--- src/include/cpu_settings.svh ---
// Core sizing macros; CPU_REG_AW must match CPU_NUM_REGS, and the 16-bit ISA fields assume 8 regs
`ifndef CPU_SETTINGS_SVH
`define CPU_SETTINGS_SVH

// Data path and program counter width
`define CPU_DATA_W 16

// Register file size and index width
`define CPU_NUM_REGS 8
`define CPU_REG_AW 3

// Written by BL, read back by BX
`define CPU_LINK_REG 7

`endif

--- src/rtl/cpuPkg.sv ---
// Encodings shared by the decoder and the datapath; enum widths are fixed by the control ports
package cpuPkg;

	// ALU operation; aluShift forwards the shifter so flags follow it
	typedef enum logic [2:0] {
		aluAdd   = 3'd0,
		aluSub   = 3'd1,
		aluAnd   = 3'd2,
		aluOrr   = 3'd3,
		aluEor   = 3'd4,
		aluMvn   = 3'd5,
		aluMov   = 3'd6,
		aluShift = 3'd7
	} aluOpT;

	// Barrel shifter kind
	typedef enum logic [1:0] {
		shLsl = 2'd0,
		shLsr = 2'd1,
		shAsr = 2'd2,
		shRor = 2'd3
	} shiftKindT;

	// Register write-back source
	typedef enum logic [2:0] {
		wrShift = 3'd0,
		wrAlu   = 3'd1,
		wrImm   = 3'd2,
		wrMem   = 3'd3,
		wrLink  = 3'd4
	} wrSelT;

	// Next pc source
	typedef enum logic [2:0] {
		brSeq    = 3'd0,
		brCond   = 3'd1,
		brUncond = 3'd2,
		brLink   = 3'd3,
		brReg    = 3'd4
	} brSelT;

	// ALU operand B source
	typedef enum logic [1:0] {
		opBReg  = 2'd0,
		opBImm3 = 2'd1,
		opBImm8 = 2'd2,
		opBImm5 = 2'd3
	} opBSelT;

endpackage

--- src/rtl/cpuControl.sv ---
// Combinational decoder; ADD/SUB imm8 is instr[10:3] so its top bits come from the opcode
`timescale 1ns/1ns

module cpuControl import cpuPkg::*; (
	input  logic        clk,
	input  logic        rst,
	input  logic [15:0] instr,
	input  logic [3:0]  flags,
	output logic        regWrite,
	output logic        memWrite,
	output logic        memRead,
	output logic [1:0]  reg1Loc,
	output logic [1:0]  reg2Loc,
	output logic [1:0]  reg3Loc,
	output opBSelT      opBSel,
	output aluOpT       aluOp,
	output shiftKindT   shiftKind,
	output logic [3:0]  flagMask,
	output wrSelT       wrSel,
	output brSelT       brSel
);

	logic [9:0] opcode;
	logic       rdWr;
	logic       mWr;
	logic       mRd;

	assign opcode = instr[15:6];

	// Condition codes 0..14, flags ordered N Z C V
	function automatic logic condPass(input logic [3:0] cond, input logic [3:0] nzcv);
		logic n;
		logic z;
		logic c;
		logic v;
		n = nzcv[3];
		z = nzcv[2];
		c = nzcv[1];
		v = nzcv[0];
		case (cond)
			4'd0:  condPass = z;
			4'd1:  condPass = !z;
			4'd2:  condPass = c;
			4'd3:  condPass = !c;
			4'd4:  condPass = n;
			4'd5:  condPass = !n;
			4'd6:  condPass = v;
			4'd7:  condPass = !v;
			4'd8:  condPass = c && !z;
			4'd9:  condPass = !c || z;
			4'd10: condPass = (n == v);
			4'd11: condPass = (n != v);
			4'd12: condPass = !z && (n == v);
			4'd13: condPass = z || (n != v);
			4'd14: condPass = 1'b1;
			default: condPass = 1'b0;
		endcase
	endfunction

	always_comb begin
		rdWr      = 1'b0;
		mWr       = 1'b0;
		mRd       = 1'b0;
		reg1Loc   = 2'd0;
		reg2Loc   = 2'd1;
		reg3Loc   = 2'd0;
		opBSel    = opBReg;
		aluOp     = aluAdd;
		shiftKind = shLsl;
		flagMask  = 4'b0000;
		wrSel     = wrAlu;
		brSel     = brSeq;
		casez (opcode)
			// MOVS rd(2:0) = imm8
			10'b00100?????: begin
				rdWr     = 1'b1;
				opBSel   = opBImm8;
				aluOp    = aluMov;
				flagMask = 4'b1100;
				wrSel    = wrImm;
			end
			// MOV rd(2:0) = rm(5:3), flags untouched
			10'b010001100?: begin
				rdWr  = 1'b1;
				aluOp = aluMov;
			end
			10'b0001110???: begin
				rdWr     = 1'b1;
				reg1Loc  = 2'd1;
				opBSel   = opBImm3;
				flagMask = 4'b1111;
			end
			10'b0001100???: begin
				rdWr     = 1'b1;
				reg1Loc  = 2'd1;
				reg2Loc  = 2'd2;
				flagMask = 4'b1111;
			end
			10'b0001111???: begin
				rdWr     = 1'b1;
				reg1Loc  = 2'd1;
				opBSel   = opBImm3;
				aluOp    = aluSub;
				flagMask = 4'b1111;
			end
			10'b0001101???: begin
				rdWr     = 1'b1;
				reg1Loc  = 2'd1;
				reg2Loc  = 2'd2;
				aluOp    = aluSub;
				flagMask = 4'b1111;
			end
			// ADD and SUB keep the flags
			10'b10110000??: begin
				rdWr   = 1'b1;
				opBSel = opBImm8;
				aluOp  = opcode[1] ? aluSub : aluAdd;
			end
			10'b0100001010: begin
				aluOp    = aluSub;
				flagMask = 4'b1111;
			end
			10'b0100000000, 10'b0100000001, 10'b0100001100, 10'b0100001111: begin
				rdWr     = 1'b1;
				flagMask = 4'b1100;
				case (opcode[3:0])
					4'b0000: aluOp = aluAnd;
					4'b0001: aluOp = aluEor;
					4'b1100: aluOp = aluOrr;
					default: aluOp = aluMvn;
				endcase
			end
			// Shift rdn(2:0) by rm(5:3)
			10'b0100000010, 10'b0100000011, 10'b0100000100, 10'b0100000111: begin
				rdWr     = 1'b1;
				aluOp    = aluShift;
				flagMask = 4'b1100;
				wrSel    = wrShift;
				case (opcode[3:0])
					4'b0010: shiftKind = shLsl;
					4'b0011: shiftKind = shLsr;
					4'b0100: shiftKind = shAsr;
					default: shiftKind = shRor;
				endcase
			end
			// STR rt(2:0) to [rn(5:3) + imm5]
			10'b01100?????: begin
				mWr     = 1'b1;
				reg1Loc = 2'd1;
				reg2Loc = 2'd0;
				opBSel  = opBImm5;
			end
			10'b01101?????: begin
				rdWr    = 1'b1;
				mRd     = 1'b1;
				reg1Loc = 2'd1;
				opBSel  = opBImm5;
				wrSel   = wrMem;
			end
			10'b1101??????: brSel = condPass(instr[11:8], flags) ? brCond : brSeq;
			10'b11100?????: brSel = brUncond;
			10'b0100010100: begin
				rdWr    = 1'b1;
				reg3Loc = 2'd3;
				wrSel   = wrLink;
				brSel   = brLink;
			end
			// BX always returns through the link register
			10'b010001110?: begin
				reg2Loc = 2'd3;
				brSel   = brReg;
			end
			// NOOP and unused encodings just advance pc
			default: ;
		endcase
	end

	// Strobes held off while the core is in reset
	assign regWrite = rdWr && !rst;
	assign memWrite = mWr && !rst;
	assign memRead  = mRd && !rst;

	memPortExclusive: assert property (@(posedge clk) !(memWrite && memRead))
		else $error("memWrite and memRead both high");

	// Reset expects a NOOP on instr
	noWriteInReset: assert property (@(posedge clk) rst |-> !(rdWr || mWr || mRd))
		else $error("instruction with side effects presented during reset");

endmodule

--- src/rtl/regFile.sv ---
// Eight registers, combinational reads, write on the clock edge; all cleared by reset
`timescale 1ns/1ns
`include "cpu_settings.svh"

module regFile (
	input  logic                   clk,
	input  logic                   rst,
	input  logic [`CPU_REG_AW-1:0] rdAddrA,
	input  logic [`CPU_REG_AW-1:0] rdAddrB,
	input  logic [`CPU_REG_AW-1:0] wrAddr,
	input  logic                   wrEn,
	input  logic [`CPU_DATA_W-1:0] wrData,
	output logic [`CPU_DATA_W-1:0] rdA,
	output logic [`CPU_DATA_W-1:0] rdB
);

	logic [`CPU_DATA_W-1:0] regs [`CPU_NUM_REGS];

	always_ff @(posedge clk) begin
		if (rst) begin
			for (int i = 0; i < `CPU_NUM_REGS; i++) begin
				regs[i] <= '0;
			end
		end else if (wrEn) begin
			regs[wrAddr] <= wrData;
		end
	end

	// No write-through; a read in the writing cycle sees the old value
	assign rdA = regs[rdAddrA];
	assign rdB = regs[rdAddrB];

endmodule

--- src/rtl/execUnit.sv ---
// ALU, barrel shifter and NZCV; shift amount is rdB[3:0], logic ops report C and V as 0
`timescale 1ns/1ns
`include "cpu_settings.svh"

module execUnit import cpuPkg::*; (
	input  logic                   clk,
	input  logic                   rst,
	input  logic [`CPU_DATA_W-1:0] rdA,
	input  logic [`CPU_DATA_W-1:0] rdB,
	input  logic [15:0]            instr,
	input  opBSelT                 opBSel,
	input  aluOpT                  aluOp,
	input  shiftKindT              shiftKind,
	input  logic [3:0]             flagMask,
	output logic [`CPU_DATA_W-1:0] aluResult,
	output logic [`CPU_DATA_W-1:0] shiftResult,
	output logic [3:0]             flags
);

	localparam int Msb = `CPU_DATA_W - 1;

	logic [`CPU_DATA_W-1:0]   opB;
	logic [2*`CPU_DATA_W-1:0] rotWide;
	logic [3:0]               shAmt;
	logic                     carry;
	logic                     ovf;
	logic [3:0]               newFlags;

	always_comb begin
		case (opBSel)
			opBImm3: opB = `CPU_DATA_W'(instr[8:6]);
			opBImm8: opB = `CPU_DATA_W'(instr[10:3]);
			opBImm5: opB = `CPU_DATA_W'(instr[10:6]);
			default: opB = rdB;
		endcase
	end

	assign shAmt   = rdB[3:0];
	assign rotWide = {rdA, rdA} >> shAmt;

	always_comb begin
		case (shiftKind)
			shLsl:   shiftResult = rdA << shAmt;
			shLsr:   shiftResult = rdA >> shAmt;
			shAsr:   shiftResult = $signed(rdA) >>> shAmt;
			default: shiftResult = rotWide[`CPU_DATA_W-1:0];
		endcase
	end

	always_comb begin
		carry = 1'b0;
		ovf   = 1'b0;
		case (aluOp)
			aluAdd: begin
				{carry, aluResult} = {1'b0, rdA} + {1'b0, opB};
				ovf = (rdA[Msb] == opB[Msb]) && (aluResult[Msb] != rdA[Msb]);
			end
			// Carry set means no borrow
			aluSub: begin
				{carry, aluResult} = {1'b0, rdA} + {1'b0, ~opB} + 17'd1;
				ovf = (rdA[Msb] != opB[Msb]) && (aluResult[Msb] != rdA[Msb]);
			end
			aluAnd:  aluResult = rdA & opB;
			aluOrr:  aluResult = rdA | opB;
			aluEor:  aluResult = rdA ^ opB;
			aluMvn:  aluResult = ~opB;
			aluMov:  aluResult = opB;
			default: aluResult = shiftResult;
		endcase
	end

	assign newFlags = {aluResult[Msb], aluResult == '0, carry, ovf};

	// Only masked flag bits take the new value
	always_ff @(posedge clk) begin
		if (rst) begin
			flags <= 4'b0000;
		end else begin
			flags <= (flags & ~flagMask) | (newFlags & flagMask);
		end
	end

	// Subtract carry agrees with an unsigned compare
	carryNoBorrow: assert property (@(posedge clk) disable iff (rst)
		(aluOp == aluSub) |-> (carry == (rdA >= opB)))
		else $error("subtract carry disagrees with the operand compare");

endmodule

--- src/rtl/pcUnit.sv ---
// Program counter in instruction units; all branch offsets are relative to pc+1
`timescale 1ns/1ns
`include "cpu_settings.svh"

module pcUnit import cpuPkg::*; (
	input  logic                   clk,
	input  logic                   rst,
	input  logic [15:0]            instr,
	input  brSelT                  brSel,
	input  logic [`CPU_DATA_W-1:0] rdB,
	output logic [`CPU_DATA_W-1:0] pc,
	output logic [`CPU_DATA_W-1:0] linkAddr
);

	logic [`CPU_DATA_W-1:0] pcPlus1;
	logic [`CPU_DATA_W-1:0] nextPc;

	assign pcPlus1  = pc + 1'b1;
	assign linkAddr = pcPlus1;

	// Signed offsets from the low instruction bits
	always_comb begin
		case (brSel)
			brCond:   nextPc = pcPlus1 + {{(`CPU_DATA_W-8){instr[7]}}, instr[7:0]};
			brUncond: nextPc = pcPlus1 + {{(`CPU_DATA_W-11){instr[10]}}, instr[10:0]};
			brLink:   nextPc = pcPlus1 + {{(`CPU_DATA_W-6){instr[5]}}, instr[5:0]};
			brReg:    nextPc = rdB;
			default:  nextPc = pcPlus1;
		endcase
	end

	always_ff @(posedge clk) begin
		if (rst) begin
			pc <= '0;
		end else begin
			pc <= nextPc;
		end
	end

endmodule

--- src/rtl/cpuTop.sv ---
// Single-cycle core; memory must answer memRdData in the same cycle it is addressed
`timescale 1ns/1ns
`include "cpu_settings.svh"

module cpuTop import cpuPkg::*; (
	input  logic                   clk,
	input  logic                   rst,
	input  logic [15:0]            instr,
	input  logic [`CPU_DATA_W-1:0] memRdData,
	output logic [`CPU_DATA_W-1:0] pc,
	output logic [`CPU_DATA_W-1:0] memAddr,
	output logic [`CPU_DATA_W-1:0] memWrData,
	output logic                   memWrite,
	output logic                   memRead
);

	logic                   regWrite;
	logic [1:0]             reg1Loc;
	logic [1:0]             reg2Loc;
	logic [1:0]             reg3Loc;
	opBSelT                 opBSel;
	aluOpT                  aluOp;
	shiftKindT              shiftKind;
	logic [3:0]             flagMask;
	wrSelT                  wrSel;
	brSelT                  brSel;
	logic [3:0]             flags;
	logic [`CPU_REG_AW-1:0] rdAddrA;
	logic [`CPU_REG_AW-1:0] rdAddrB;
	logic [`CPU_REG_AW-1:0] wrAddr;
	logic [`CPU_DATA_W-1:0] rdA;
	logic [`CPU_DATA_W-1:0] rdB;
	logic [`CPU_DATA_W-1:0] aluResult;
	logic [`CPU_DATA_W-1:0] shiftResult;
	logic [`CPU_DATA_W-1:0] linkAddr;
	logic [`CPU_DATA_W-1:0] immData;
	logic [`CPU_DATA_W-1:0] wrData;

	// Register field picked by a Loc select
	function automatic logic [`CPU_REG_AW-1:0] fieldAddr(input logic [1:0] loc,
		input logic [15:0] ins);
		case (loc)
			2'd0:    fieldAddr = ins[2:0];
			2'd1:    fieldAddr = ins[5:3];
			2'd2:    fieldAddr = ins[8:6];
			default: fieldAddr = `CPU_REG_AW'(`CPU_LINK_REG);
		endcase
	endfunction

	assign rdAddrA = fieldAddr(reg1Loc, instr);
	assign rdAddrB = fieldAddr(reg2Loc, instr);
	assign wrAddr  = fieldAddr(reg3Loc, instr);

	assign immData = `CPU_DATA_W'(instr[10:3]);
	assign wrData  = (wrSel == wrShift) ? shiftResult :
		(wrSel == wrImm)  ? immData :
		(wrSel == wrMem)  ? memRdData :
		(wrSel == wrLink) ? linkAddr : aluResult;

	assign memAddr   = aluResult;
	assign memWrData = rdB;

	cpuControl ctrl (
		.clk(clk), .rst(rst), .instr(instr), .flags(flags),
		.regWrite(regWrite), .memWrite(memWrite), .memRead(memRead),
		.reg1Loc(reg1Loc), .reg2Loc(reg2Loc), .reg3Loc(reg3Loc),
		.opBSel(opBSel), .aluOp(aluOp), .shiftKind(shiftKind),
		.flagMask(flagMask), .wrSel(wrSel), .brSel(brSel)
	);

	regFile regs (
		.clk(clk), .rst(rst),
		.rdAddrA(rdAddrA), .rdAddrB(rdAddrB), .wrAddr(wrAddr),
		.wrEn(regWrite), .wrData(wrData), .rdA(rdA), .rdB(rdB)
	);

	execUnit exec (
		.clk(clk), .rst(rst), .rdA(rdA), .rdB(rdB), .instr(instr),
		.opBSel(opBSel), .aluOp(aluOp), .shiftKind(shiftKind), .flagMask(flagMask),
		.aluResult(aluResult), .shiftResult(shiftResult), .flags(flags)
	);

	pcUnit pcu (
		.clk(clk), .rst(rst), .instr(instr), .brSel(brSel), .rdB(rdB),
		.pc(pc), .linkAddr(linkAddr)
	);

endmodule

--- config.mk ---
export PLATFORM = sky130hd
export DESIGN_NAME = cpuTop
export DESIGN_NICKNAME = d
export VERILOG_FILES = /design/src/rtl/cpuPkg.sv /design/src/rtl/cpuControl.sv /design/src/rtl/regFile.sv /design/src/rtl/execUnit.sv /design/src/rtl/pcUnit.sv /design/src/rtl/cpuTop.sv
export VERILOG_INCLUDE_DIRS = /design/src /design/src/include
export SDC_FILE = /design/constraint.sdc
export NUM_CORES = 1
export LEC_CHECK = 0
export BUFFER_PORTS_ARGS = -buffer_cell sky130_fd_sc_hd__buf_2
export CORE_ASPECT_RATIO = 0.8
export CORE_MARGIN = 2
export CORE_UTILIZATION = 30
export DETAILED_ROUTE_END_ITERATION = 6
export PLACE_DENSITY_LB_ADDON = 0.05
export SYNTH_ARGS = -nofsm -noshare
export SYNTH_HDL_FRONTEND = slang
export SYNTH_SLANG_ARGS = --single-unit
--- constraint.sdc ---
create_clock -name clk -period 10.48 [get_ports clk]
set_input_delay 2.096 -clock clk [delete_from_list [all_inputs] [get_ports clk]]
set_output_delay 2.096 -clock clk [all_outputs]
set_load 0.02 [all_outputs]
* Word-level counts from Yosys, hierarchy flattened *
Memories as Yosys holds them, arrays and structs flattened.
Cells that the tools add are included.

operators by class
  add/subtract/negate cells = 7
  eq/ne operators = 71
  shift operators = 4
  muxes and demuxes = 39
  bitwise gates (word level) = 8
  reductions and logical operators = 36

operators by type and width
  kind                   count
  $pmux 16 s7            1
  $eq 10x9->1 const B    10
  $pmux 16 s3            2
  $mux 16                5
  $pmux 16 s4            1
  $add 16x16->16         3
  $eq 4x4->1 const B     9
  $pmux 3 s3             4
  $add 16x16->17         2
  $shr 32x4->16          1
  $eq 7x4->1 const B     4
  $pmux 3 s4             2
  $eq 4x3->1 const B     5
  $eq 3x2->1 const B     6
  $eq 9x8->1 const B     2
  $pmux 2 s3             3
  $add 17x1->17 const B  1
  $reduce_or 17->1       1
  $add 16x1->16 const B  1
  $and 16x16->16         1
  $eq 4x2->1 const B     4
  $logic_not 16->1       1
  $not 16->16            1
  $or 16x16->16          1
  other kinds (38)       94

storage, ports and cells
  register bits after elaboration = 20
  RAM bits = 128
  output and inout bits = 50
  memories = 1

memory list
  name       words  width  rd ports  clocked after Yosys merged registers in  wr ports  RTL line       source
  regs.regs  8      16     2         0                                        8         regFile.sv:17  logic [`CPU_DATA_W-1:0] regs [`CPU_NUM_REGS];

* Longest topological paths before layout *
An unclocked memory read counts as a cell.

  depth in word-level cells = 16
  mapped depth = 30
  depth with buffers taken out = 25

* Hierarchy *
Synthesis repeated with hierarchy kept, for this count alone.

unflattened totals
  cells, all modules = 1717
  area, all modules = 16281.9 um2

modules (own cells, without submodules)
  module      instances  cells an instance  area an instance (um2)  seq. area each (um2)
  regFile     1          430                7000.5                  3843.7
  execUnit    1          811                5776.8                  80.1
  pcUnit      1          255                1896.8                  320.3
  cpuTop      1          119                973.4                   0.0
  cpuControl  1          102                634.4                   0.0

* Worst setup path before layout *
OpenSTA, ideal clock, no wires.

  kind = in2out
  start = in instr[13]
  end = out memAddr[15]
  arrival time = 7.371 ns
  data required time = 8.384 ns
  setup slack = 1.013 ns
  stages on the path = 24
  cell sequence = or3b_1 -> nor4_4 -> nand3_2 -> buf_4 -> nand2b_1 -> buf_2 -> buf_2 -> buf_2 -> mux2i_1 -> mux2i_1 -> mux2_2 -> a21oi_1 -> inv_1 -> ha_1 -> clkbuf_1 -> nor2_1 -> nor4b_1 -> a31oi_1 -> a211o_1 -> o31ai_1 -> a221oi_1 -> o221a_2 -> o211ai_1 -> o221a_2

between the ends
  word-level cells in the longest chain between the ends = 11

ends and longest elaborated chain
  what                                RTL line          source
  start, declared                     cpuTop.sv:8       input logic [15:0] instr,
  $eq 7x4->1                          cpuControl.sv:73  casez (opcode)
  $reduce_or 2->1 (no line)           -
  $pmux 2 s3 (*)                      cpuControl.sv:73
  $eq 2x2->1 (tied with other cells)  cpuTop.sv:42      case (loc)
  $pmux 3 s3 (*)                      cpuTop.sv:42
  $mem_v2 8x16 (*)                    -
  named net memWrData[5]              cpuTop.sv:12      output logic [`CPU_DATA_W-1:0] memWrData,
  $pmux 16 s3 (*)                     execUnit.sv:30    case (opBSel)
  $not 16->16                         execUnit.sv:60    {carry, aluResult} = {1'b0, rdA} + {1'b0, ~opB} + 17'd1;
  $add 16x16->17                      execUnit.sv:60
  $add 17x1->17                       execUnit.sv:60
  $pmux 16 s7 (*)                     execUnit.sv:53    case (aluOp)
  end, declared                       cpuTop.sv:11      output logic [`CPU_DATA_W-1:0] memAddr,

The timed path passes the listed nets; every way through them passes the cells marked *.

* Worst setup path after layout *
  start = in instr[13]
  end = out memAddr[14]

between the ends
  word-level cells in the longest chain between the ends = 11

ends and longest elaborated chain
  what                                RTL line
  $eq 7x4->1                          cpuControl.sv:73
  $reduce_or 2->1 (no line)           -
  $pmux 2 s3                          cpuControl.sv:73
  $eq 2x2->1 (tied with other cells)  cpuTop.sv:42
  $pmux 3 s3                          cpuTop.sv:42
  $mem_v2 8x16                        -
  $pmux 16 s3                         execUnit.sv:30
  $not 16->16                         execUnit.sv:60, execUnit.sv:66
  $add 16x16->17                      execUnit.sv:60
  $add 17x1->17                       execUnit.sv:60
  $pmux 16 s7 (*)                     execUnit.sv:53

Mark *: on every way between the ends. The rest lies on a longest branch, timed or not.

==> impl_summary.md <==
Run status
The flow ran to the end, but the final reports show violations. The checks that failed: design-rule violations.

Route
Wires add up to 66700 um. The number of detailed-route iterations in the first pass is 7. The final routed wire length divided by cell count is 28.8 um.

The via density per instance is 5.88. For this run, design rule violations remaining after detail routing come to 8. In this run, the number of DRC markers left after iteration 0 of detailed routing was 1514.

The via count is between 10k and 15k. Once detail routing completed, the nets flagged for antenna violations numbered 0.

Worst setup path
The worst register-to-register path begins at regs.regs[5][0]. The kind of capture point of the worst setup path is a primary output. At the worst endpoint, the required time is 8380 ps. The setup slack of the most critical reg-to-reg path is 4620 ps. Of all nets on the critical path, the largest fanout is 16.

The worst-case reg-to-reg path depth is 22. The setup path with the least slack is of type primary input to primary output. The end of the worst register-to-register path is regs.regs[7][15]. The data arrival time at the worst-slack endpoint is 8050 ps. The worst setup path is launched from a primary input.

Placed design
The worst setup slack before clock tree synthesis is between 300 and 400 ps. The last weighted congestion value of the routability-driven placer is approximately 0.93. The sum of net half-perimeters after detailed placement is 50800 um. Buffers placed on the I/O ports in this run total 83. The placed instances occupy a cell area of 15600 um^2.

CTS
TritonCTS built the clock tree. The register clock-pin slew on the reported worst setup and hold paths is 70 ps. In this run the clock root is driven by a sky130_fd_sc_hd__clkbuf_16. In this run, post-CTS hold repair placed 0 buffers. The buffer levels on the longest clock path is 2.

The CTS sink count is 148. In this run, CTS created clock tree buffers numbering 17. Clock latency on the worst-skew pair, taken at its later pin, is 460 ps. The H-tree depth is 4.

Logic synthesis
The synthesized area per cell is 8.84 um^2. After synthesis, the cell types taking the most area are sky130_fd_sc_hd__edfxtp_1, sky130_fd_sc_hd__mux2i_1, sky130_fd_sc_hd__nor2_1. The library cell occupying the most area in the post-synthesis netlist is sky130_fd_sc_hd__edfxtp_1. The share of the Yosys chip area taken by registers is 0.300. In this run, synthesis inferred 128 flip-flops with an integrated enable. Yosys mapped the design onto 99 distinct sky130hd cell types. The total of warnings raised by yosys is 0. Synthesis handed over a netlist of 1602 instances.

Of the total synthesized cell area, the portion taken by full adders, half adders and majority gates is 0.0608. The share of cell area taken by muxes after synthesis is 0.199. The area of the mapped netlist is 14200 um^2. The number of nets in the synthesized netlist is 1703. The largest family of logic cells by synthesized area is multiplexers.

The compound-cell area share of the yosys netlist is 0.180. The flop and latch count out of synthesis is 148. The post-synthesis share of cell area spent on and, or, nand and nor gates is 0.185. The area fraction of the dominant cell type after synthesis is 0.271. The leading register cell type out of synthesis is sky130_fd_sc_hd__edfxtp_1. After synthesis, the share of flip-flops with an asynchronous set or reset is 0. Of the total synthesized cell area, the portion taken by XOR and XNOR cells is 0.0216.

Layout
In the final layout, the share of cells above drive strength 1 is 0.173. The core utilization of the finished layout is 0.344. Summing all flip-flop and latch instances after layout gives ~4200 um^2.

Relative to the synthesized area, the layout overhead comes to 13.8%. The final layout contains 1784 nets. The summed area of non-filler cells in the final layout is 16100 um^2.

The area of the multi-input gates is 9230 um^2. The count of filler cells inserted in the layout is ~4.8k.

Global routing
The wire length of the first global-routing pass is about 95000 um. The busiest metal layer after global routing is met1. The global-route met2 utilization is 0.406. For this run, the total global-route usage over all layers was measured as 0.270. After global routing the overflow that remains totals 0. The largest net degree at the start of global routing is 39. The met3 routing resource usage after global routing is 0.0405. The via count of the first global-routing pass is 12.7k. The met1 track demand over resource in global routing is 0.407. The initial antenna violation count came to 3.

STA
Setup total negative slack on the finished layout was measured at 0 ps. The final hold violation count is 0. Setup repair after global routing left no endpoint under its margin. For the final database, setup skew stands at 11.9 ps. At the pin with the least slew margin, the transition time is about 1400 ps. Derived from the worst setup path, the maximum achievable clock frequency is slightly below 100 MHz. The final clock period utilization by the worst path is 0.969. The worst path in the final design needs a cycle of around 10000 ps, including I/O delays and setup.

The max-slew headroom at the worst pin is 0.0469. Setup violations remaining at the end of the flow were counted as 0. The max-slew violation count is 0. The setup slack after layout is 330 ps.

Worst hold path
The worst hold path belongs to the class register to register. The worst hold path passes through 2 cells.

Power
Summed over all nets, the switching power comes to roughly 1.0 mW. The completed layout was analyzed and its total power is 2.39 mW. The combinational fraction of design power is 0.467. Of the total power, the share spent switching nets is 0.439. The clock share of power is 0.248. VDD sags by at most 0.116 mV. The power density of the placed cells is 148 nW/um^2. Cell internal power was estimated by the tool at ~1.3 mW.

The analysis attributes to cell leakage a power of 6.64 nW. The register share of total power is 0.284.

Floorplanning
The floorplan die width is between 200 and 250 um. The initial cell density of the core is 0.303. The die outline height is between 150 and 200 um. Pin placement for this block handled 84 I/O pins. The number of standard-cell rows in the floorplan is 71. The die area is roughly 50000 um^2. The core region is 46800 um^2.

Run
Across the run, the number of max-cap violations was 0.
## timing repair
action                     4_1_cts  5_1_grt
setup endpoints to repair        0        2
gates resized for setup          0        2
setup buffers                    0        1
## synth_stat cells (all sizes together), types with 13 or more instances
cell type    n
o211ai      23
nor3        43
buf         37
ha          64
clkbuf      65
nand4       15
a221oi      17
a21o        14
nand2      102
a21oi       79
xnor2       21
dfxtp       20
mux2i      192
a31oi       16
nor2b       17
o21ai       80
nor2       242
xor2        14
mux4        20
a211oi      19
nand3       54
nand2b      13
and2        18
inv         78
mux2        38
edfxtp     128
## logic make-up (layout without fill, tap and decap cells)
kind of cell / count (synthesis) / in the layout
flip-flops: 148 / 148
buffers and inverters: 180 / 273
AO/OA/AOI/OAI: 369 / 369
AND/OR/NAND/NOR: 553 / 553
XOR/XNOR: 35 / 35
adder cells (fa/ha/maj): 67 / 67
other: 0 / 1
multiplexers: 250 / 250
## worst max-delay path by stage
stage	startpoint	endpoint	cells after the start	slack, ps
2_1_floorplan	instr[13]	memAddr[15]	24	1010
3_3_place_gp	instr[11]	memAddr[15]	21	430
3_5_place_dp	instr[11]	memAddr[15]	21	320
4_1_cts	instr[11]	memAddr[15]	21	300
5_1_grt	instr[13]	memAddr[14]	28	4
6_report	instr[13]	memAddr[14]	28	330
## cell type report
cell class,count,area share
Clock inverter,14,0.00706
Antenna cell,1,0.000155
Multi-Input combinational cell,1274,0.572
Clock buffer,17,0.0264
Sequential cell,148,0.263
Timing Repair Buffer,164,0.0643
Tap cell,620,0.0481
Inverter,78,0.0185
## sequential cells by signal, indices dropped and copies added (netlist names), named ones only
name	count
regs.regs	128
pcu.pc	16
## cell usage in the layout, fill, tap and decap left out, types with 7 or more instances in the layout
| master | n |
|---|---|
| sky130_fd_sc_hd__nand3_1 | 53 |
| sky130_fd_sc_hd__o221ai_1 | 10 |
| sky130_fd_sc_hd__dfxtp_1 | 20 |
| sky130_fd_sc_hd__nand4_1 | 15 |
| sky130_fd_sc_hd__o21bai_1 | 12 |
| sky130_fd_sc_hd__a31oi_1 | 16 |
| sky130_fd_sc_hd__and2_1 | 17 |
| sky130_fd_sc_hd__mux2i_1 | 187 |
| sky130_fd_sc_hd__inv_1 | 75 |
| sky130_fd_sc_hd__xor2_1 | 14 |
| sky130_fd_sc_hd__nand2_1 | 100 |
| sky130_fd_sc_hd__o21ai_1 | 11 |
| sky130_fd_sc_hd__buf_2 | 83 |
| sky130_fd_sc_hd__xnor2_1 | 21 |
| sky130_fd_sc_hd__nor3_1 | 39 |
| sky130_fd_sc_hd__o31ai_1 | 10 |
| sky130_fd_sc_hd__clkbuf_16 | 17 |
| sky130_fd_sc_hd__o41ai_1 | 7 |
| sky130_fd_sc_hd__buf_4 | 80 |
| sky130_fd_sc_hd__edfxtp_1 | 128 |
| sky130_fd_sc_hd__a211oi_1 | 19 |
| sky130_fd_sc_hd__nand2b_1 | 12 |
| sky130_fd_sc_hd__nor2b_1 | 17 |
| sky130_fd_sc_hd__o211ai_1 | 23 |
| sky130_fd_sc_hd__mux2_2 | 37 |
| sky130_fd_sc_hd__mux4_2 | 20 |
| sky130_fd_sc_hd__ha_1 | 64 |
| sky130_fd_sc_hd__nor2_1 | 240 |
| sky130_fd_sc_hd__a21o_1 | 14 |
| sky130_fd_sc_hd__a221oi_1 | 13 |
| sky130_fd_sc_hd__and3_1 | 11 |
| sky130_fd_sc_hd__o21ai_0 | 68 |
| sky130_fd_sc_hd__a21oi_1 | 78 |
| sky130_fd_sc_hd__o22ai_1 | 10 |
## through the flow
step           hold WS [ps]  std cells
4_1_cts                 554       2314
6_report                554       2316
2_1_floorplan           500       1602
3_5_place_dp            540       2283
3_3_place_gp            524       2283
5_1_grt                 565       2315
## critical path: stages
cell and delay (ps):
sky130_fd_sc_hd__buf_2 150, sky130_fd_sc_hd__or3b_1 450, sky130_fd_sc_hd__nor4_4 350, sky130_fd_sc_hd__and3_1 350, sky130_fd_sc_hd__buf_4 300, sky130_fd_sc_hd__nor2_8 90, sky130_fd_sc_hd__a2111oi_4 330, sky130_fd_sc_hd__or4_1 180
sky130_fd_sc_hd__nand2_1 50, sky130_fd_sc_hd__o221ai_1 140, sky130_fd_sc_hd__inv_1 120, sky130_fd_sc_hd__ha_1 270, sky130_fd_sc_hd__fa_1 460, sky130_fd_sc_hd__a21o_1 210, sky130_fd_sc_hd__a41o_1 230, sky130_fd_sc_hd__a21oi_1 290
sky130_fd_sc_hd__a211o_1 180, sky130_fd_sc_hd__a21oi_1 80, sky130_fd_sc_hd__o41ai_1 300, sky130_fd_sc_hd__buf_4 190, sky130_fd_sc_hd__o21bai_1 60, sky130_fd_sc_hd__a21oi_1 190, sky130_fd_sc_hd__mux2i_1 120, sky130_fd_sc_hd__mux2i_1 140
sky130_fd_sc_hd__o32ai_1 280, sky130_fd_sc_hd__buf_4 220, sky130_fd_sc_hd__inv_1 40, sky130_fd_sc_hd__buf_2 150
## power groups by stage
stage          Sequential (mW)  Clock (mW)  Combinational, mW
2_1_floorplan            0.688           0              0.670
3_3_place_gp             0.694           0               1.11
4_1_cts                  0.680       0.605               1.10
6_report                 0.681       0.594               1.12
5_1_grt                  0.683       0.624               1.18
3_5_place_dp             0.692           0               1.09
## per-layer routing
metal / vias up / share of wire
met5: - / 0.00022
met3: 64 / 0.067
met2: 589 / 0.43
met1: 6841 / 0.48
li1: 6124 / -
met4: 2 / 0.017
Power figures use the tool's default switching activity.
